[src/rtl/mult_cfg.svh]
`ifndef MULT_CFG_SVH
`define MULT_CFG_SVH

// operand and product width
`define MULT_WORD_WIDTH 64
// partial-product stages, each consumes one digit of the multiplier
`define MULT_STAGES 8
// immediate operand width
`define MULT_LITERAL_WIDTH 8
// reorder buffer entries
`define MULT_ROB_DEPTH 32
// physical registers
`define MULT_PR_COUNT 64

`endif

[src/rtl/mult_pkg.sv]
`include "mult_cfg.svh"

package mult_pkg;

  // operand, multiplicand, multiplier or product
  typedef logic [`MULT_WORD_WIDTH-1:0] word_t;
  // multiplier slice consumed by one stage
  typedef logic [`MULT_WORD_WIDTH/`MULT_STAGES-1:0] digit_t;
  typedef logic [`MULT_LITERAL_WIDTH-1:0] literal_t;
  typedef logic [$clog2(`MULT_ROB_DEPTH)-1:0] rob_idx_t;
  typedef logic [$clog2(`MULT_PR_COUNT)-1:0] pr_idx_t;

  // true when the entry lies between the rollback point and the tail,
  // both distances taken modulo the ROB depth
  function automatic logic rob_squashed(
    input rob_idx_t entry_idx,
    input rob_idx_t rollback_idx,
    input rob_idx_t tail_idx
  );
    rob_idx_t entry_dist;
    rob_idx_t tail_dist;
    entry_dist = entry_idx - rollback_idx;
    tail_dist = tail_idx - rollback_idx;
    return entry_dist <= tail_dist;
  endfunction

endpackage

[src/rtl/mult_stage_if.sv]
`include "mult_cfg.svh"

interface mult_stage_if;
  import mult_pkg::*;

  // entry valid at the upstream position
  logic occupied;
  // partial sum so far
  word_t product;
  // multiplier with consumed digits shifted out
  word_t mplier;
  // multiplicand shifted left to match
  word_t mcand;
  pr_idx_t t_idx;
  rob_idx_t rob_idx;
  // downstream takes the entry at the next edge
  logic advance;

  modport upstream (
    output occupied, product, mplier, mcand, t_idx, rob_idx,
    input advance
  );

  modport downstream (
    input occupied, product, mplier, mcand, t_idx, rob_idx,
    output advance
  );

endinterface

[src/rtl/mult_complete.sv]
module mult_complete (
  input  logic                clock,
  input  logic                reset,
  input  logic                rollback_en,
  input  mult_pkg::rob_idx_t  rollback_idx,
  input  mult_pkg::rob_idx_t  rob_tail_idx,
  input  logic                cdb_grant,
  mult_stage_if.downstream    in,
  output logic                done,
  output mult_pkg::word_t     result,
  output mult_pkg::pr_idx_t   done_t_idx,
  output mult_pkg::rob_idx_t  done_rob_idx
);
  import mult_pkg::*;

  logic free;
  logic load;
  logic squash_in;
  logic squash_held;

  // the CDB grant frees the slot in the same cycle
  assign free = !done || cdb_grant;
  assign in.advance = free;
  assign load = in.occupied && free;

  assign squash_in = rollback_en && rob_squashed(in.rob_idx, rollback_idx, rob_tail_idx);
  assign squash_held = rollback_en && rob_squashed(done_rob_idx, rollback_idx, rob_tail_idx);

  always_ff @(posedge clock) begin
    if (reset) begin
      done <= 1'b0;
    end else if (load) begin
      done <= !squash_in;
    end else if (cdb_grant || squash_held) begin
      done <= 1'b0;
    end
  end

  // last stage already holds the full low-word sum
  always_ff @(posedge clock) begin
    if (load) begin
      result <= in.product;
      done_t_idx <= in.t_idx;
      done_rob_idx <= in.rob_idx;
    end
  end

  // result waits on the bus unchanged until granted
  held_result_a: assert property (@(posedge clock) disable iff (reset)
    (done && !cdb_grant && !rollback_en) |=>
      (done && $stable(result) && $stable(done_t_idx) && $stable(done_rob_idx)));

endmodule

[src/flat_wrapper.sv]
// flat-port wrapper written by rule: the top's interface ports become plain ports
module mult_complete_flat import mult_pkg::*;
  (clock, reset, rollback_en, rollback_idx, rob_tail_idx, cdb_grant, done, result, done_t_idx, done_rob_idx, in_occupied, in_product, in_mplier, in_mcand, in_t_idx, in_rob_idx, in_advance);
  mult_stage_if in_i ();
  input  logic clock;
  input  logic reset;
  input  logic rollback_en;
  input  mult_pkg::rob_idx_t rollback_idx;
  input  mult_pkg::rob_idx_t rob_tail_idx;
  input  logic cdb_grant;
  output logic done;
  output mult_pkg::word_t result;
  output mult_pkg::pr_idx_t done_t_idx;
  output mult_pkg::rob_idx_t done_rob_idx;
  input wire logic [$bits(in_i.occupied)-1:0] in_occupied;
  input wire logic [$bits(in_i.product)-1:0] in_product;
  input wire logic [$bits(in_i.mplier)-1:0] in_mplier;
  input wire logic [$bits(in_i.mcand)-1:0] in_mcand;
  input wire logic [$bits(in_i.t_idx)-1:0] in_t_idx;
  input wire logic [$bits(in_i.rob_idx)-1:0] in_rob_idx;
  output wire logic [$bits(in_i.advance)-1:0] in_advance;
  assign in_i.occupied = in_occupied;
  assign in_i.product = in_product;
  assign in_i.mplier = in_mplier;
  assign in_i.mcand = in_mcand;
  assign in_i.t_idx = in_t_idx;
  assign in_i.rob_idx = in_rob_idx;
  assign in_advance = in_i.advance;
  mult_complete u_core (.clock(clock), .reset(reset), .rollback_en(rollback_en), .rollback_idx(rollback_idx), .rob_tail_idx(rob_tail_idx), .cdb_grant(cdb_grant), .in(in_i), .done(done), .result(result), .done_t_idx(done_t_idx), .done_rob_idx(done_rob_idx));
endmodule
[config.mk]
export PLATFORM = sky130hd
export DESIGN_NAME = mult_complete_flat
export DESIGN_NICKNAME = d
export VERILOG_FILES = /design/src/rtl/mult_pkg.sv /design/src/rtl/mult_stage_if.sv /design/src/rtl/mult_complete.sv /design/src/flat_wrapper.sv
export VERILOG_INCLUDE_DIRS = /design/src /design/src/rtl
export SDC_FILE = /design/constraint.sdc
export NUM_CORES = 1
export LEC_CHECK = 0
export BUFFER_PORTS_ARGS = -buffer_cell sky130_fd_sc_hd__buf_2
export CORE_AREA = 2 2 116 118
export CTS_BUF_LIST = sky130_fd_sc_hd__clkbuf_4 sky130_fd_sc_hd__clkbuf_8 sky130_fd_sc_hd__clkbuf_16
export DETAILED_ROUTE_END_ITERATION = 8
export DIE_AREA = 0 0 118 120
export GPL_ROUTABILITY_DRIVEN = 0
export PLACE_DENSITY = 0.56
export SLEW_MARGIN = 40
export SYNTH_ARGS = -nofsm -noshare
export SYNTH_HDL_FRONTEND = slang
export SYNTH_SLANG_ARGS = --single-unit
[constraint.sdc]
create_clock -name clock -period 3.9 [get_ports clock]
set_input_delay 0.195 -clock clock [delete_from_list [all_inputs] [get_ports clock]]
set_output_delay 0.195 -clock clock [all_outputs]
set_load 0.05 [all_outputs]
Word level (Yosys, flattened, before mapping) --
Index checks and enable logic that the tools add are counted.
Storage, ports and cells: memories kept 0, register bits after elaboration 76, output and inout port bits 77, RAM bits 0, bits in read-only memories 0, bits of input ports 218, latch bits 0, word-level logic and storage cells 19
Operators by class: $mul 0, shift operators 0, add/subtract/negate cells 3, eq/ne operators 0, mux-type cells 2, reduce and logical (&&, ||, !) cells 8, div/mod/pow operators 0, bitwise logic cells 0, order comparisons 2
Operator list (number):
- $sub A5 B5 Y5 | 3
- $le A5 B5 Y1 | 2
- $logic_and A1 B1 Y1 | 3
- $logic_not A1 Y1 | 2
- $logic_or A1 B1 Y1 | 2
- $mux W1 | 2
- $reduce_bool A2 Y1 | 1

Logic depth before layout (Yosys ltp) --
word-level depth 6, gate-level depth with buffers 12, gate-level depth less buffers 12

Worst setup path before layout --
Ideal clock, no wire load.
kind reg2reg, start point reg u_core.done, end point reg u_core.done, data required time 3.826 ns, library setup time 0.074 ns, slack 0.373 ns, path buffers 0, clock period less this slack 3.527 ns, arrival time 3.453 ns, cell stages (with the launch flop) 5, cell sequence dfxtp_1 > nand2b_1 > and2_1 > o311ai_0 > a21oi_1
On the way: longest elaborated chain between the ends 4, elaborated cells on any way between the ends 5, those cells by class 1 x mux; 4 x reduce/logical
Ends and longest elaborated chain:
- from (decl) | RTL line mult_complete.sv:9 | output logic done,
- from (signal assigned) | RTL line mult_complete.sv:33 | done <= !squash_in;
- $logic_not A1 Y1 (*) | RTL line mult_complete.sv:22 | assign free = !done || cdb_grant;
- $logic_or A1 B1 Y1 (*) | RTL line mult_complete.sv:22
- named net in_advance | RTL line flat_wrapper.sv:21 | output wire logic [$bits(in_i.advance)-1:0] in_advance;
- $logic_and A1 B1 Y1 (*) | RTL line mult_complete.sv:24 | assign load = in.occupied && free;
- named net u_core.load | RTL line mult_complete.sv:17 | logic load;
- $mux W1 / $reduce_bool A2 Y1 (equally long branches)
Mark *: on every way through the listed nets, which the timed path passes. The rest lies on a longest branch. A chain may end at the register's enable or synchronous reset.

Worst setup path in the final report --
start point reg u_core.done_rob_idx[0], end point reg u_core.done
On the way: longest elaborated chain between the ends 5
Ends and longest elaborated chain:
- from (decl) | RTL line mult_complete.sv:12 | output mult_pkg::rob_idx_t done_rob_idx
- from (signal assigned) | RTL line mult_complete.sv:44 | done_rob_idx <= in.rob_idx;
- $sub A5 B5 Y5 | RTL line mult_pkg.sv:22 | entry_dist = entry_idx - rollback_idx;
- $le A5 B5 Y1 | RTL line mult_pkg.sv:24 | return entry_dist <= tail_dist;
- $logic_and A1 B1 Y1 | RTL line mult_complete.sv:27 | assign squash_held = rollback_en && rob_squashed(done_rob_idx, rollback_idx, rob_tail_idx);
- $logic_or A1 B1 Y1 | RTL line mult_complete.sv:34 | end else if (cdb_grant || squash_held) begin
- $reduce_bool A2 Y1 (no line)
Every way passes these cells.

==> results.md <==
- Static Leak: 1.900 nW
- Via count of the first global-routing pass: 2,242
- Worst EP arrival: 2.86 ns
- Clk Latency, worst-skew pair: 0.33 ns
- Synth area leader: edfxtp_1
- Core ar.: 12,980 µm²
- Max H-tree Level: 3
- GRT Residual Overflow: 0
- Yosys reg bits: 76
- Pwr Density: 543.0 nW/µm²
- I/O pin count: 295
- Die Wd: 118 µm
- Wire per inst: 14.33 µm
- Setup TNS: 0 ns
- Worst hold margin: 0.02937 ns
- Relative slew slack: 63.74%
- Unique masters post-synth: 26
- Crit-path slowest cell: edfxtp_1
- Synth warnings: 0
- GRT Overall Usage: 10.80%
- Startpoint types: flop
- Hold/Removal Path Class: input port to flop
- WL final: 7.511 mm
- Crit path required time: 4.10 ns
- Setup Buffers After CTS: 0
- F_max: 0.3766 GHz
- Post-cts sizing count: 0
- Most used flip-flop cell after synthesis: edfxtp_1
- Critical-path cell list: inv_1 > ha_1 > inv_1 > fa_1 > xor2_1 > ha_1 > a211oi_1 > a31oi_1 > o221ai_1 > a22oi_1 > o41ai_2 > a21oi_1
- # fillers: 1,302
- Tmin final: 2.655 ns
- Die H: 120 µm
- Share of layout cells above drive strength 1: 54.47%
- Max-slew violations: 0
- DRC viols: 0
- Vias: 2,054
- Clock Sinks: 76
- Max-Cap Viols: 0
- Initial antenna violation count: 2
- RSZ-0062 raised after global routing: no
- Top-area cell type share of the netlist area: 75.60%
- Net Count, Synth: 401
- Core Rows: 42
- Synth async-reset ratio: 0%
- Hpwl dp: 5.977 mm
- Top cells by area, synth: edfxtp_1, ha_1, xnor2_1
- Most instantiated cells after synthesis: edfxtp_1, ha_1, inv_1
- Final Cycle Share: 68.08%
- Sequential area share after synthesis: 76.27%
- Post-synth EDFFs: 75
- Final setup fails: 0
- Pwr Total: 2.368 mW
- Max Root-Sink Buffers: 2
- Die area: 14,160 µm²
- Hold-fix buffers, CTS: 0
- Actual slew at the worst max-slew pin: 0.5439 ns
- Final core occ: 33.59%
- Area delta synth->final: 46.37%
- Starting Density: 22.95%
- Post-Route Skew: 0.007568 ns
- Post-synthesis instance total: 164
- Area of the mapped netlist: 2979 µm²
- # nets final: 579
- VDD IR max: 0.0002950 V
- Vias per cell: 3.920
- Final Hold Viols: 0
- Crit path capture type: flop
- IO buf count: 166
- Worst Path Max Fanout: 3
- Critical path class: flop to flop
- Clk slew on worst S/H paths: 0.07 ns
- Inserted Clock Buffers: 9
- CTS tree: done
- Root buffer cell: clkbuf_16
- Post-DRT Antenna Nets: 0
- First-pass GRT wire length: 11.12 mm
- Syn_area_per_cell: 18.17 µm²
- 1st-iter DRT viols: 76
- Initial DRT Pass Iterations: 4
- Largest net degree at the start of global routing: 40
- Top-count cell post-synth: edfxtp_1
- Crit path largest cell delay: 0.42 ns
- Run status: finished clean
-- per-layer routing --
layer | track usage, % | vias up | wire length (µm)
met1 | 11.11 | 935 | 2876
met5 | 0 | - | 0
li1 | - | 979 | -
met4 | 6.024 | 0 | 170
met2 | 17.22 | 128 | 3435
met3 | 6.321 | 12 | 1029
-- worst paths after layout --
path	slack, ns	cells after the start	endpoint	start
worst max-delay path	1.25	12	u_core.done	u_core.done_rob_idx[0]
worst min-delay path	0.03	1	u_core.result[1]	in_product[1]
worst max register to register	1.25	12	u_core.done	u_core.done_rob_idx[0]
worst min register to register	0.74	4	u_core.done	u_core.done
-- where the power goes --
group / total (mW) / internal [mW] / switching, mW
clock network: 0.854 / 0.506 / 0.349
logic: 0.518 / 0.145 / 0.372
registers: 0.996 / 0.978 / 0.0182
total: 2.37 / 1.63 / 0.739
-- per-stage QoR --
step                      setup WS (ns)  area, µm²  instances
after detailed placement          1.056       4053        507
after global placement            1.093       4033        506
after global routing              1.066       4358        523
final                             1.245       4360        524
after floorplan                  0.3730       2979        164
after CTS                         1.214       4358        523
-- state kept, by name (all words and copies together) (netlist names) --
signal	cells
u_core.done	1
u_core.done_t_idx	6
u_core.result	64
u_core.done_rob_idx	5
-- layout make-up --
class                      count  area, µm²  share of cell area [%]
clock inverter                 7      80.08                   1.836
antenna                        1      2.502                 0.05739
sequential                    76       2272                   52.11
timing repair buffer         167      850.8                   19.51
multi-input combinational     75      660.6                   15.15
inverter                      13      48.80                   1.119
tap                          176      220.2                   5.050
clock buffer                   9      225.2                   5.165
-- logic make-up after synthesis --
| kind of cell | share of synthesized area, % |
|---|---|
| AO/OA/AOI/OAI | 6.174 |
| XOR/XNOR | 3.822 |
| adder cells (fa/ha/maj) | 9.072 |
| buffers and inverters | 1.638 |
| flip-flops | 76.27 |
| AND/OR/NAND/NOR | 3.024 |
-- cells in the final DEF, fill, tap and decap left out, types with 2 or more instances in the layout --
master	count
buf_2	166
and3_2	2
nor2_1	3
inv_1	13
o21ai_0	4
xor2_1	5
a21oi_1	7
xnor2_1	8
nand2_1	4
nor3_1	2
a211oi_1	2
a21oi_4	2
inv_6	3
a31oi_1	2
clkbuf_16	9
nand2b_1	4
a21o_1	3
fa_1	3
ha_1	16
edfxtp_1	75
-- critical path, delay by kind of cell, from the launching register on --
kind / cells / cell delay [ns]
compound gates: 6 / 0.98
xor+xnor: 1 / 0.18
fa+ha+maj: 3 / 0.80
buf+inv: 2 / 0.14
flops: 1 / 0.42
Note: power is estimated with default switching activity, not from simulation.
