[config.mk]
export PLATFORM = sky130hd
export DESIGN_NAME = mult_issue_flat
export DESIGN_NICKNAME = d
export VERILOG_FILES = /design/src/rtl/mult_pkg.sv /design/src/rtl/mult_stage_if.sv /design/src/rtl/mult_issue.sv /design/src/flat_wrapper.sv
export VERILOG_INCLUDE_DIRS = /design/src /design/src/rtl
export SDC_FILE = /design/constraint.sdc
export NUM_CORES = 1
export LEC_CHECK = 0
export BUFFER_PORTS_ARGS = -buffer_cell sky130_fd_sc_hd__buf_2
export CAP_MARGIN = 20
export CORE_AREA = 4 4 140 142
export CTS_BUF_LIST = sky130_fd_sc_hd__clkbuf_16
export CTS_CLUSTER_SIZE = 25
export DETAILED_ROUTE_END_ITERATION = 6
export DIE_AREA = 0 0 144 146
export PLACE_DENSITY = 0.73
export SLEW_MARGIN = 20
export SYNTH_ARGS = -nofsm -noshare
export SYNTH_HDL_FRONTEND = slang
export SYNTH_SLANG_ARGS = --single-unit
[constraint.sdc]
create_clock -name clock -period 14 [get_ports clock]
set_input_delay 1.4 -clock clock [delete_from_list [all_inputs] [get_ports clock]]
set_output_delay 1.4 -clock clock [all_outputs]
set_load 0.05 [all_outputs]
[src/rtl/mult_cfg.svh]
`ifndef MULT_CFG_SVH
`define MULT_CFG_SVH

// operand and product width
`define MULT_WORD_WIDTH 64
// partial-product stages, each consumes one digit of the multiplier
`define MULT_STAGES 8
// immediate operand width
`define MULT_LITERAL_WIDTH 8
// reorder buffer entries
`define MULT_ROB_DEPTH 32
// physical registers
`define MULT_PR_COUNT 64

`endif

[src/rtl/mult_pkg.sv]
`include "mult_cfg.svh"

package mult_pkg;

  // operand, multiplicand, multiplier or product
  typedef logic [`MULT_WORD_WIDTH-1:0] word_t;
  // multiplier slice consumed by one stage
  typedef logic [`MULT_WORD_WIDTH/`MULT_STAGES-1:0] digit_t;
  typedef logic [`MULT_LITERAL_WIDTH-1:0] literal_t;
  typedef logic [$clog2(`MULT_ROB_DEPTH)-1:0] rob_idx_t;
  typedef logic [$clog2(`MULT_PR_COUNT)-1:0] pr_idx_t;

  // true when the entry lies between the rollback point and the tail,
  // both distances taken modulo the ROB depth
  function automatic logic rob_squashed(
    input rob_idx_t entry_idx,
    input rob_idx_t rollback_idx,
    input rob_idx_t tail_idx
  );
    rob_idx_t entry_dist;
    rob_idx_t tail_dist;
    entry_dist = entry_idx - rollback_idx;
    tail_dist = tail_idx - rollback_idx;
    return entry_dist <= tail_dist;
  endfunction

endpackage

[src/rtl/mult_stage_if.sv]
`include "mult_cfg.svh"

interface mult_stage_if;
  import mult_pkg::*;

  // entry valid at the upstream position
  logic occupied;
  // partial sum so far
  word_t product;
  // multiplier with consumed digits shifted out
  word_t mplier;
  // multiplicand shifted left to match
  word_t mcand;
  pr_idx_t t_idx;
  rob_idx_t rob_idx;
  // downstream takes the entry at the next edge
  logic advance;

  modport upstream (
    output occupied, product, mplier, mcand, t_idx, rob_idx,
    input advance
  );

  modport downstream (
    input occupied, product, mplier, mcand, t_idx, rob_idx,
    output advance
  );

endinterface

[src/rtl/mult_issue.sv]
`include "mult_cfg.svh"

module mult_issue (
  input  logic                clock,
  input  logic                reset,
  input  logic                issue,
  input  mult_pkg::word_t     t1_value,
  input  mult_pkg::word_t     t2_value,
  input  mult_pkg::literal_t  literal,
  input  logic                use_literal,
  input  mult_pkg::pr_idx_t   t_idx,
  input  mult_pkg::rob_idx_t  rob_idx,
  input  logic                rollback_en,
  input  mult_pkg::rob_idx_t  rollback_idx,
  input  mult_pkg::rob_idx_t  rob_tail_idx,
  output logic                issue_ready,
  mult_stage_if.upstream      out
);
  import mult_pkg::*;

  logic     occupied;
  word_t    slot_mplier;
  word_t    slot_mcand;
  pr_idx_t  slot_t_idx;
  rob_idx_t slot_rob_idx;
  logic     accept;
  logic     squash_slot;

  // free when empty or when the held entry moves on
  assign issue_ready = !occupied || out.advance;

  // a request that is itself rolled back never enters
  assign accept = issue && issue_ready &&
                  !(rollback_en && rob_squashed(rob_idx, rollback_idx, rob_tail_idx));
  assign squash_slot = rollback_en && rob_squashed(slot_rob_idx, rollback_idx, rob_tail_idx);

  always_ff @(posedge clock) begin
    if (reset) begin
      occupied <= 1'b0;
    end else if (accept) begin
      occupied <= 1'b1;
    end else if (out.advance || squash_slot) begin
      occupied <= 1'b0;
    end
  end

  always_ff @(posedge clock) begin
    if (accept) begin
      slot_mplier <= t1_value;
      // literal is zero-extended
      slot_mcand <= use_literal ?
                    {{(`MULT_WORD_WIDTH-`MULT_LITERAL_WIDTH){1'b0}}, literal} : t2_value;
      slot_t_idx <= t_idx;
      slot_rob_idx <= rob_idx;
    end
  end

  assign out.occupied = occupied;
  assign out.product = '0;
  assign out.mplier = slot_mplier;
  assign out.mcand = slot_mcand;
  assign out.t_idx = slot_t_idx;
  assign out.rob_idx = slot_rob_idx;

  // a stalled entry keeps its operands and tags
  slot_held_a: assert property (@(posedge clock) disable iff (reset)
    (occupied && !out.advance && !squash_slot) |=>
      (occupied && $stable(slot_mplier) && $stable(slot_mcand) && $stable(slot_rob_idx)));

endmodule

[src/flat_wrapper.sv]
// flat-port wrapper written by rule: the top's interface ports become plain ports
module mult_issue_flat import mult_pkg::*;
  (clock, reset, issue, t1_value, t2_value, literal, use_literal, t_idx, rob_idx, rollback_en, rollback_idx, rob_tail_idx, issue_ready, out_occupied, out_product, out_mplier, out_mcand, out_t_idx, out_rob_idx, out_advance);
  mult_stage_if out_i ();
  input  logic clock;
  input  logic reset;
  input  logic issue;
  input  mult_pkg::word_t t1_value;
  input  mult_pkg::word_t t2_value;
  input  mult_pkg::literal_t literal;
  input  logic use_literal;
  input  mult_pkg::pr_idx_t t_idx;
  input  mult_pkg::rob_idx_t rob_idx;
  input  logic rollback_en;
  input  mult_pkg::rob_idx_t rollback_idx;
  input  mult_pkg::rob_idx_t rob_tail_idx;
  output logic issue_ready;
  output wire logic [$bits(out_i.occupied)-1:0] out_occupied;
  output wire logic [$bits(out_i.product)-1:0] out_product;
  output wire logic [$bits(out_i.mplier)-1:0] out_mplier;
  output wire logic [$bits(out_i.mcand)-1:0] out_mcand;
  output wire logic [$bits(out_i.t_idx)-1:0] out_t_idx;
  output wire logic [$bits(out_i.rob_idx)-1:0] out_rob_idx;
  input wire logic [$bits(out_i.advance)-1:0] out_advance;
  assign out_occupied = out_i.occupied;
  assign out_product = out_i.product;
  assign out_mplier = out_i.mplier;
  assign out_mcand = out_i.mcand;
  assign out_t_idx = out_i.t_idx;
  assign out_rob_idx = out_i.rob_idx;
  assign out_i.advance = out_advance;
  mult_issue u_core (.clock(clock), .reset(reset), .issue(issue), .t1_value(t1_value), .t2_value(t2_value), .literal(literal), .use_literal(use_literal), .t_idx(t_idx), .rob_idx(rob_idx), .rollback_en(rollback_en), .rollback_idx(rollback_idx), .rob_tail_idx(rob_tail_idx), .issue_ready(issue_ready), .out(out_i));
endmodule
After elaboration in Yosys (flattened, before gate mapping)
Cells that the tools add are included.
- bits in latches: 0
- logic and storage cells: 23
- bits in read-only memories: 0
- output and inout port bits: 205
- memory bits (writable): 0
- register bits after elaboration: 140
- memories: 0
- $mul: 0
- mux-type cells: 3
- add/sub/neg operators: 3
- bitwise gates (word level): 0
- divide/modulo/power cells: 0
- equal/unequal tests: 0
- reduce and logical (&&, ||, !) cells: 9
- $lt $le $gt $ge: 2
- shift operators: 0
- operators by type and width (operator ; number):
    subtractor 5 bit ; 3
    <= comparator 5 bit ; 2
    2-to-1 mux 8 bit ; 1
    logical AND 1 bit ; 4
    zero test 1 bit ; 2
    logical OR 1 bit ; 2
    2-to-1 mux 1 bit ; 2
    nonzero test 2 bit ; 1

Depth between registers and ports, before layout
Gate-level depths: netlist of run 1.
- depth after elaboration: 6
- mapped depth: 11
- gate-level depth less buffers: 11

Least setup slack after synthesis of run 1
No wires, ideal clock.
- kind: input to register
- from: in rob_idx[0]
- to: reg u_core.slot_mcand[0], in the netlist u_core.out.mcand[0] (enable)
- stages on the path: 11
- path buffers: 0
- path slack: 3268 ps
- setup time: 683 ps
- arrival: 10049 ps
- cell sequence: inv_1 -> ha_1 -> inv_1 -> fa_1 -> xor2_1 -> ha_1 -> nand3_2 -> o211ai_2 -> maj3_2 -> maj3_2 -> a21oi_1
- word-level cells in the longest chain between the ends: 5
- RTL lines (element ; RTL line ; text):
    from (decl) ; flat_wrapper.sv:13 ; input mult_pkg::rob_idx_t rob_idx;
    subtractor 5 bit ; mult_pkg.sv:22 ; entry_dist = entry_idx - rollback_idx;
    <= comparator 5 bit ; mult_pkg.sv:24 ; return entry_dist <= tail_dist;
    logical AND 1 bit ; mult_issue.sv:34 ; !(rollback_en && rob_squashed(rob_idx, rollback_idx, rob_tail_idx));
    zero test 1 bit ; mult_issue.sv:34 ;
    logical AND 1 bit ; mult_issue.sv:33 ; assign accept = issue && issue_ready &&
    via u_core.accept ; mult_issue.sv:26 ; logic accept;
    to (signal assigned) ; mult_issue.sv:51 ; slot_mcand <= use_literal ?
    to (decl) ; mult_issue.sv:23 ; word_t slot_mcand;
The timed path passes the listed nets, and every way through them passes these cells.
A chain may end at the register's enable or synchronous reset.

Worst setup path after layout of run 1
- from: in rob_tail_idx[0]
- to: reg u_core.slot_mcand[7], in the netlist u_core.out.mcand[7] (enable)
- word-level cells in the longest chain between the ends: 5
- RTL lines (element ; RTL line ; text):
    from (decl) ; flat_wrapper.sv:16 ; input mult_pkg::rob_idx_t rob_tail_idx;
    subtractor 5 bit ; mult_pkg.sv:23 ; tail_dist = tail_idx - rollback_idx;
    <= comparator 5 bit ; mult_pkg.sv:24 ;
    logical AND 1 bit ; mult_issue.sv:34 ;
    zero test 1 bit ; mult_issue.sv:34 ;
    logical AND 1 bit ; mult_issue.sv:33 ;
    via u_core.accept ; mult_issue.sv:26 ;
The timed path passes the listed nets, and every way through them passes these cells.

==> results.ini, run 1 <==
[die]
die_w_um=144
die_area_um2=21000
ios=368
row_count=50
initial_core_util=0.316
core_um2=18500
fp.dieH_um=146

[sta]
finClkSkew_ps=9.05
period_share=0.381
clock.fmax_ghz=0.187
maxSlewHeadroom=0.361
tightest_slew_ps=958
rsz0062_at_grt=no
slew_viol_final=0
whs_ps=733
setup_viol=0
setup_tns_ps=0
finalHoldViolations=0
post-route-min-period_ps=5340
final.setup.worst_slack_ps=8660

[finish]
fillers=1708
drive_gt1_frac=0.515
regArea_um2=4190
multiInputGateArea_um2=1330
diodes=0
stdcell_area_um2=7980
area_delta_synth_final_pct=36.9
instances_no_fill=922
final_cell_mix=buf_2, edfxtp_1, conb_1
layout.nets=857
layout_commonest_cell=buf_2

[placed_design]
place_area_um2=7400
hpwl_um=11700
port_buffers=303
gp_congestion=0.801
dp_slack_ps=8190
dpl.cell_count=890

[power]
pwr_density_cell_nw_per_um2=171
p_leak_nw=3.53
ir_worst_vdd_mv=0.0760

[setup_path]
critical_path_required_ps=14030
end_kind=flip-flop
rr_endpoint=u_core.out.mcand[7]
cpMaxStageDelayCell=buf_4
regToRegSetupSlack_ps=11270
critPathLaunchType=primary input
crit_type=in -> reg
reg2reg_depth=5
timing.rr.start=u_core.out.occupied
path_delay_family=buffers and inverters
critical_path.max_fanout=74
crit_buf_inv=5
crit_chain=buf_2, inv_1, ha_1, inv_1, fa_1, xnor2_1, ha_1, nand3_2, o211ai_2, maj3_2, maj3_2, a21oi_4, buf_4, buf_4
cp_slowest_stage_delay_ps=860
worstPathArrival_ps=5360

[clock_network]
cts_buffers=17
clk_pin_slew_ps=60
cts_root_buf=clkbuf_16
clock_latency_ps=410
cts_buffer_depth=2
cts.sinks=140
tritoncts=built
cts_setup_buffers=0
h-tree-depth=4
cts-resized-gates=0
cts_hold_buf=0

[worst_hold_path]
hold_start=u_core.out.occupied
min_to=u_core.out.occupied
holdCritPathClass=reg -> reg
holdPathStages=3

[synth]
ys.warnings.count=0
postSynthCellCount=358
synthesis.area_um2=5830
yosysTopAreaCell=edfxtp_1
synth_area_leaders=edfxtp_1, buf_4, nor2b_1, ha_1, mux2_2
netlist-cell-type-count=29
avgSynthCellArea_um2=16.3
synth_top_area_frac=0.716
yosysSeqAreaShare=0.720
ys_seq_elements=140

[drt]
drc=0
ant_nets=0
wirelength_um=14900
wl_per_cell_um=16.1
vias=3817
drt_iter0_drc=88
vias_per_cell=4.14
drtPass1Iterations=4

[global_routing]
antenna_found_initial=0
grt.overflow.total=0
track_usage=0.136
grt_pass1_wl_um=21400
grt_start_max_net_pins=75
grt_pass1_vias=3944

[flow_run]
drv_cap=0

[status]
outcome=completed

-- area by class of cell --
type / instances / share of cell area
inverter: 12 / 0.00565
sequential: 140 / 0.526
clock buffer: 17 / 0.0533
tap: 234 / 0.0367
multi-input combinational: 198 / 0.167
clock inverter: 15 / 0.0191
timing repair buffer: 306 / 0.193
-- cells by family (layout without fill, tap and decap cells) --
group | after synthesis | after routing | share of synthesized area
adders and majority gates | 21 | 21 | 0.0485
DFF | 140 | 140 | 0.720
buffers and inverters | 83 | 350 | 0.0947
muxes | 8 | 8 | 0.0155
AOI/OAI and AO/OA | 21 | 21 | 0.0253
other | 1 | 64 | 0.000643
xor gates and xnor gates | 14 | 14 | 0.0223
and+or+nand+nor | 70 | 70 | 0.0734
-- per-layer routing --
metal / vias to the layer above / routed length (µm) / global-route usage
li1: 1780 / - / -
met1: 1778 / 5160 / 0.137
met2: 242 / 7710 / 0.245
met3: 17 / 1810 / 0.0634
met4: 0 / 200 / 0.0405
met5: - / 0 / 0
-- tightest hold or removal path, cell delays in order (launching register included) --
cell and delay, ps:
dfxtp_1 330, nand2b_1 140, nand3b_1 140, o211ai_2 80
-- metrics by stage --
stage,power [mW],utilization
floorplan,0.869,-
global placement,0.932,0.401
detailed placement,0.937,0.401
CTS,1.38,0.432
global route,1.42,0.432
finish,1.36,0.432
-- how the worst max path moves through the flow --
stage / depth (start not counted) / to / from / slack [ps]
finish: 14 / u_core.out.mcand[7] / rob_tail_idx[0] / 8660
global route: 14 / u_core.out.mcand[59] / rob_tail_idx[0] / 8370
CTS: 14 / u_core.out.mcand[7] / rob_idx[0] / 8650
detailed placement: 14 / u_core.out.mcand[56] / rob_idx[0] / 8190
global placement: 14 / u_core.out.mcand[17] / rob_tail_idx[0] / 8300
floorplan: 11 / u_core.out.mcand[0] / rob_idx[0] / 3270
-- cell usage after synthesis, drive strengths merged --
cell and instances:
edfxtp 139, buf 64, nor2b 56, ha 16, inv 12, xnor2 11, a21oi 8, mux2 8
clkbuf 7, nand2 4, nand2b 4, a211o 3, fa 3, o211ai 3, o21ai 3, xor2 3
a21o 2, maj3 2, nand3 2, nand3b 2, nor2 2, a311oi 1, conb 1, dfxtp 1
o22ai 1
-- flip-flops by register name, indices dropped and copies added, names as in the netlist --
| register | count |
|---|---|
| u_core.out.t_idx | 6 |
| u_core.out.mcand | 64 |
| u_core.out.rob_idx | 5 |
| u_core.out.occupied | 1 |
| u_core.out.mplier | 64 |
-- where the power goes --
| group | switching, mW | internal (mW) | total, mW |
|---|---|---|---|
| combinational | 0.302 | 0.0782 | 0.380 |
| sequential | 0.0129 | 0.530 | 0.543 |
| clock | 0.190 | 0.251 | 0.441 |
Note: power is estimated with default switching activity, not from simulation.
==> run 2, diff against run 1 <==
--- a/config.mk
+++ b/config.mk
@@ -8,12 +8,12 @@
 export LEC_CHECK = 0
 export BUFFER_PORTS_ARGS = -buffer_cell sky130_fd_sc_hd__buf_2
 export CAP_MARGIN = 20
-export CORE_AREA = 4 4 140 142
+export CORE_AREA = 4 4 139 141
 export CTS_BUF_LIST = sky130_fd_sc_hd__clkbuf_16
 export CTS_CLUSTER_SIZE = 25
 export DETAILED_ROUTE_END_ITERATION = 6
-export DIE_AREA = 0 0 144 146
-export PLACE_DENSITY = 0.73
+export DIE_AREA = 0 0 143 145
+export PLACE_DENSITY = 0.76
 export SLEW_MARGIN = 20
 export SYNTH_ARGS = -nofsm -noshare
 export SYNTH_HDL_FRONTEND = slang
==> constraint.sdc (replaced) <==
create_clock -name clock -period 4.52 [get_ports clock]
set_input_delay 0.452 -clock clock [delete_from_list [all_inputs] [get_ports clock]]
set_output_delay 0.452 -clock clock [all_outputs]
set_load 0.05 [all_outputs]
==> results.ini, run 2 (synthesis gave the netlist of run 1 again) <==
[sta]
tightest_slew_ps=560  ; -398 ps
slew_viol_final=0  ; unchanged
period_share=0.732
maxSlewHeadroom=0.626  ; +0.265
post-route-min-period_ps=3310
finClkSkew_ps=8.65  ; -0.404 ps
clock.fmax_ghz=0.302
rsz0062_at_grt=no
final.setup.worst_slack_ps=1210  ; -7450 ps
setup_tns_ps=0  ; unchanged
finalHoldViolations=0  ; unchanged
setup_viol=0  ; unchanged

[clock_network]
clock_latency_ps=410  ; about the same
h-tree-depth=4  ; unchanged
cts_root_buf=clkbuf_16
cts_hold_buf=0  ; unchanged
cts.sinks=140  ; unchanged
clk_pin_slew_ps=70  ; about the same
cts_buffers=17  ; unchanged
tritoncts=built
cts-resized-gates=0  ; unchanged
cts_buffer_depth=2  ; unchanged
cts_setup_buffers=0  ; unchanged

[die]
initial_core_util=0.324  ; +0.00864
die_w_um=143  ; -0.69%
die_area_um2=20700  ; -1.4%
ios=368  ; unchanged
row_count=49  ; -2.0%
core_um2=18000  ; -2.7%
fp.dieH_um=145  ; -0.68%

[finish]
instances_no_fill=921  ; -0.11%
drive_gt1_frac=0.532  ; +0.0173
final_cell_mix=buf_2, edfxtp_1, conb_1
diodes=0  ; unchanged
area_delta_synth_final_pct=39.5
layout.nets=861  ; +0.47%
layout_commonest_cell=buf_2

[placed_design]
gp_congestion=0.880  ; +9.9%
dpl.cell_count=889  ; -0.11%
port_buffers=303  ; unchanged
hpwl_um=12300  ; +5.3%
dp_slack_ps=797  ; -7390 ps

[setup_path]
critPathLaunchType=primary input
cpMaxStageDelayCell=a21oi_4
cp_slowest_stage_delay_ps=410  ; -450 ps
crit_buf_inv=4  ; -1
crit_start=rob_tail_idx[0]
critical_path_required_ps=4600  ; -9430 ps
crit_type=in -> reg
worstPathArrival_ps=3390  ; -1970 ps
path_delay_family=adder cells
timing.rr.start=u_core.out.rob_idx[0]
end_kind=flip-flop
critical_path.max_fanout=60  ; -19%
crit_chain=buf_2, inv_12, ha_4, inv_2, fa_2, xnor2_1, ha_1, nand3_2, o211ai_2, maj3_2, maj3_2, a21oi_4, buf_12
cpMostUsedCell=maj3_2

[drt]
drtPass1Iterations=4  ; unchanged
drc=0  ; unchanged
vias=3843  ; +0.68%
wl_per_cell_um=16.8  ; +4.0%
wirelength_um=15500  ; +3.9%
drt_iter0_drc=160  ; +82%
ant_nets=0  ; unchanged
vias_per_cell=4.17  ; +0.79%

[worst_hold_path]
holdCritPathClass=in -> reg
hold_start=t1_value[47]

[power]
intPower_mw=2.75  ; +220%
seq_power_share=0.385  ; -0.013
swShare=0.369  ; -0.000467
power_frac_clock=0.337  ; +0.014
p_leak_nw=3.59  ; +1.5%
pwr_density_cell_nw_per_um2=536  ; +210%
p_switching_mw=1.61  ; +220%
ir_worst_vdd_mv=0.240  ; +220%
power_mw=4.36  ; +220%
p_comb_frac=0.278  ; about the same

[global_routing]
grt_pass1_vias=4024  ; +2.0%
antenna_found_initial=1  ; +1
grt_start_max_net_pins=61  ; -19%
grt_pass1_wl_um=22500  ; +5.4%
track_usage=0.144  ; +0.00873
grt.overflow.total=0  ; unchanged

[status]
outcome=completed

[flow_run]
drv_cap=0  ; unchanged

## run 2: cell count changes in the layout (fill, tap and decap cells not counted), sizes merged
cell	delta
buf	+4
bufinv	+1
clkinv	+2
clkinvlp	-2
inv	-1
## run 2: power by group through the flow
stage          registers [mW]  logic (mW)  clock network, mW
2_1_floorplan            2.28       0.382                  0
3_3_place_gp             1.70        1.21                  0
3_5_place_dp             1.71        1.22                  0
4_1_cts                  1.68        1.22               1.50
5_1_grt                  1.69        1.27               1.57
6_report                 1.68        1.21               1.47
## run 2: layout make-up
type                       instances  area [µm²]
timing repair buffer             310        1590
fill                            1641        9830
tap                              229         287
clock inverter                    15         200
sequential                       140        4190
clock buffer                      17         425
inverter                          12        57.6
multi-input combinational        198        1370
## run 2: worst paths after layout
| check | endpoint | slack [ps] | depth (start not counted) |
|---|---|---|---|
| worst min register to register | u_core.out.occupied | 720 | 3 |
| worst min-delay path | u_core.out.mplier[47] | 210 | 1 |
| worst max register to register | u_core.out.occupied | 2150 | 10 |
| worst max-delay path | u_core.out.mcand[18] | 1210 | 13 |
## run 2: worst register-to-register path, stage by stage (launching register included)
cell and delay [ps]:
edfxtp_1 370, inv_1 60, ha_1 240, fa_1 490
inv_1 50, ha_1 280, a211o_1 260, o211ai_1 130
a21oi_1 60, o21ai_0 210, o211ai_2 110
## run 2: stage by stage
step	cell area, µm²	hold slack, ps	util
after floorplan	6130	551	-
after global placement	7500	628	0.418
after detailed placement	7500	630	0.418
after CTS	8130	184	0.453
after global routing	8130	180	0.453
final	8130	206	0.453
## run 2: metal layers
layer,wire length [µm],GRT usage,up-vias
li1,-,-,1789
met1,5650,0.157,1835
met2,8150,0.259,200
met3,1440,0.0507,17
met4,209,0.0471,2
met5,7,0,-
==> run 3, diff against run 2 <==
==> constraint.sdc (replaced) <==
create_clock -name clock -period 2.71 [get_ports clock]
set_input_delay 0.271 -clock clock [delete_from_list [all_inputs] [get_ports clock]]
set_output_delay 0.271 -clock clock [all_outputs]
set_load 0.05 [all_outputs]
==> results.ini, run 3 (synthesis gave the netlist of run 1 again) <==
[sta]
finClkSkew_ps=5.83  ; -2.82 ps
maxSlewHeadroom=0.512  ; -0.114
finalHoldViolations=0  ; unchanged
post-route-min-period_ps=2750
setup_viol=103  ; +103
period_share=1.01
slew_viol_final=0  ; unchanged
rsz0062_at_grt=yes
tightest_slew_ps=732  ; +172 ps
whs_ps=27.6  ; -179 ps
final.setup.worst_slack_ps=-38.6  ; -1250 ps
clock.fmax_ghz=0.364

[die]
die_area_um2=20700  ; unchanged
die_w_um=143  ; unchanged
core_um2=18000  ; unchanged
initial_core_util=0.324  ; unchanged
ios=368  ; unchanged
fp.dieH_um=145  ; unchanged
row_count=49  ; unchanged

[drt]
vias_per_cell=4.14  ; -0.80%
wl_met1_um=6210  ; +9.8%
wl_met3_um=1380  ; -3.7%
top_layer=met4
ant_nets=0  ; unchanged
vias=4007  ; +4.3%
drt_iter0_drc=109  ; -32%
wl_met2_um=8510  ; +4.4%
drtPass1Iterations=4  ; unchanged
wl_per_cell_um=16.9  ; +0.94%
drc=0  ; unchanged
wirelength_um=16400  ; +6.1%

[power]
p_comb_frac=0.317  ; +0.039
pwr_density_cell_nw_per_um2=849  ; +58%
ir_worst_vdd_mv=0.389  ; +62%
p_leak_nw=3.90  ; +8.6%
p_switching_mw=2.77  ; +72%
swShare=0.372  ; +0.00271
seq_power_share=0.377  ; -0.008
intPower_mw=4.68  ; +70%
power_frac_clock=0.306  ; -0.031

[finish]
layout_commonest_cell=buf_2
drive_gt1_frac=0.555  ; +0.0230
fillers=1594  ; -2.9%
final_cell_mix=buf_2, edfxtp_1, conb_1
layout.nets=908  ; +5.5%
area_delta_synth_final_pct=50.3
fin_util=0.488  ; +0.0352
diodes=0  ; unchanged

[setup_path]
worstPathArrival_ps=2890  ; -500 ps
critPathLaunchType=primary input
critical_path_required_ps=2850  ; -1750 ps
end_kind=flip-flop
critical_path.max_fanout=5  ; -92%
crit_type=in -> reg

[global_routing]
grt_pass1_wl_um=23500  ; +4.1%
grt.overflow.total=0  ; unchanged
antenna_found_initial=0  ; -1
grt_start_max_net_pins=40  ; -34%
grt_pass1_vias=4272  ; +6.2%
track_usage=0.150  ; +0.00567

[clock_network]
cts_root_buf=clkbuf_16
clock_latency_ps=410  ; about the same
tritoncts=built
clk_pin_slew_ps=70  ; about the same
h-tree-depth=4  ; unchanged
cts_buffers=17  ; unchanged
cts.sinks=140  ; unchanged
cts_buffer_depth=2  ; unchanged

[placed_design]
port_buffers=303  ; unchanged
hpwl_um=13000  ; +5.6%
gp_congestion=0.812  ; -7.7%

[worst_hold_path]
holdCritPathClass=in -> reg

[status]
violations=negative setup slack
outcome=finished, violations left

[flow_run]
drv_cap=0  ; unchanged

run 3: worst paths after layout:
| kind | start | endpoint | slack, ps | cells past startpoint |
|---|---|---|---|---|
| setup reg to reg | u_core.out.rob_idx[0] | u_core.out.occupied | 310 | 10 |
| hold / removal | t1_value[16] | u_core.out.mplier[16] | 30 | 1 |
| setup / recovery | rob_tail_idx[0] | u_core.out.mplier[50] | -40 | 15 |
| hold reg to reg | u_core.out.occupied | u_core.out.occupied | 710 | 3 |
run 3: area by class of cell:
type / count / area [µm²] / share of cell area
clock buffers: 17 / 425 / 0.0486
clock inverters: 15 / 176 / 0.0201
inverters: 12 / 57.6 / 0.00657
multi-input cells: 198 / 1380 / 0.158
flip-flops and latches: 140 / 4190 / 0.479
well taps: 229 / 287 / 0.0327
repair buffers: 357 / 2240 / 0.256
run 3: power groups by stage:
stage               clock [mW]  sequential, mW  combinational [mW]
finish                    2.28            2.81                2.36
global route              2.44            2.83                2.47
CTS                       2.33            2.81                2.23
detailed placement           0            2.86                2.17
global placement             0            2.84                2.14
floorplan                    0            3.80               0.638
run 3: critical path: stages:
cell and delay, ps:
buf_12 110, inv_12 40, ha_4 120, inv_2 40
fa_2 520, inv_2 50, ha_4 260, a211o_1 120
o211ai_2 80, maj3_2 300, maj3_2 340, a21oi_4 160
buf_12 150, clkbuf_16 170, clkbuf_16 140
run 3: layer usage:
| layer | up-vias | track usage |
|---|---|---|
| met4 | 0 | 0.0566 |
| li1 | 1885 | - |
| met5 | - | 0 |
| met1 | 1904 | 0.165 |
| met2 | 200 | 0.266 |
| met3 | 18 | 0.0490 |
run 3: what timing repair did:
item                       4_1_cts  5_1_grt
hold buffers                     0        6
resized for setup               14       14
setup endpoints to repair      132      138
pin swaps                       10        8
buffers inserted                 3        2
cloned                           1        7
hold endpoints to repair         0        6
run 3: through the flow:
step           worst slack (ps)  std cells  power (mW)  TNS, ps  area (µm²)
6_report                  -38.6        968        7.44    -2120        8760
5_1_grt                    -115        968        7.75   -11940        8760
4_1_cts                   -36.2        954        7.38    -1590        8490
3_5_place_dp               -510        918        5.02   -66620        7770
3_3_place_gp               -494        918        4.98   -64500        7770
2_1_floorplan             -2190        421        4.44  -304870        6130
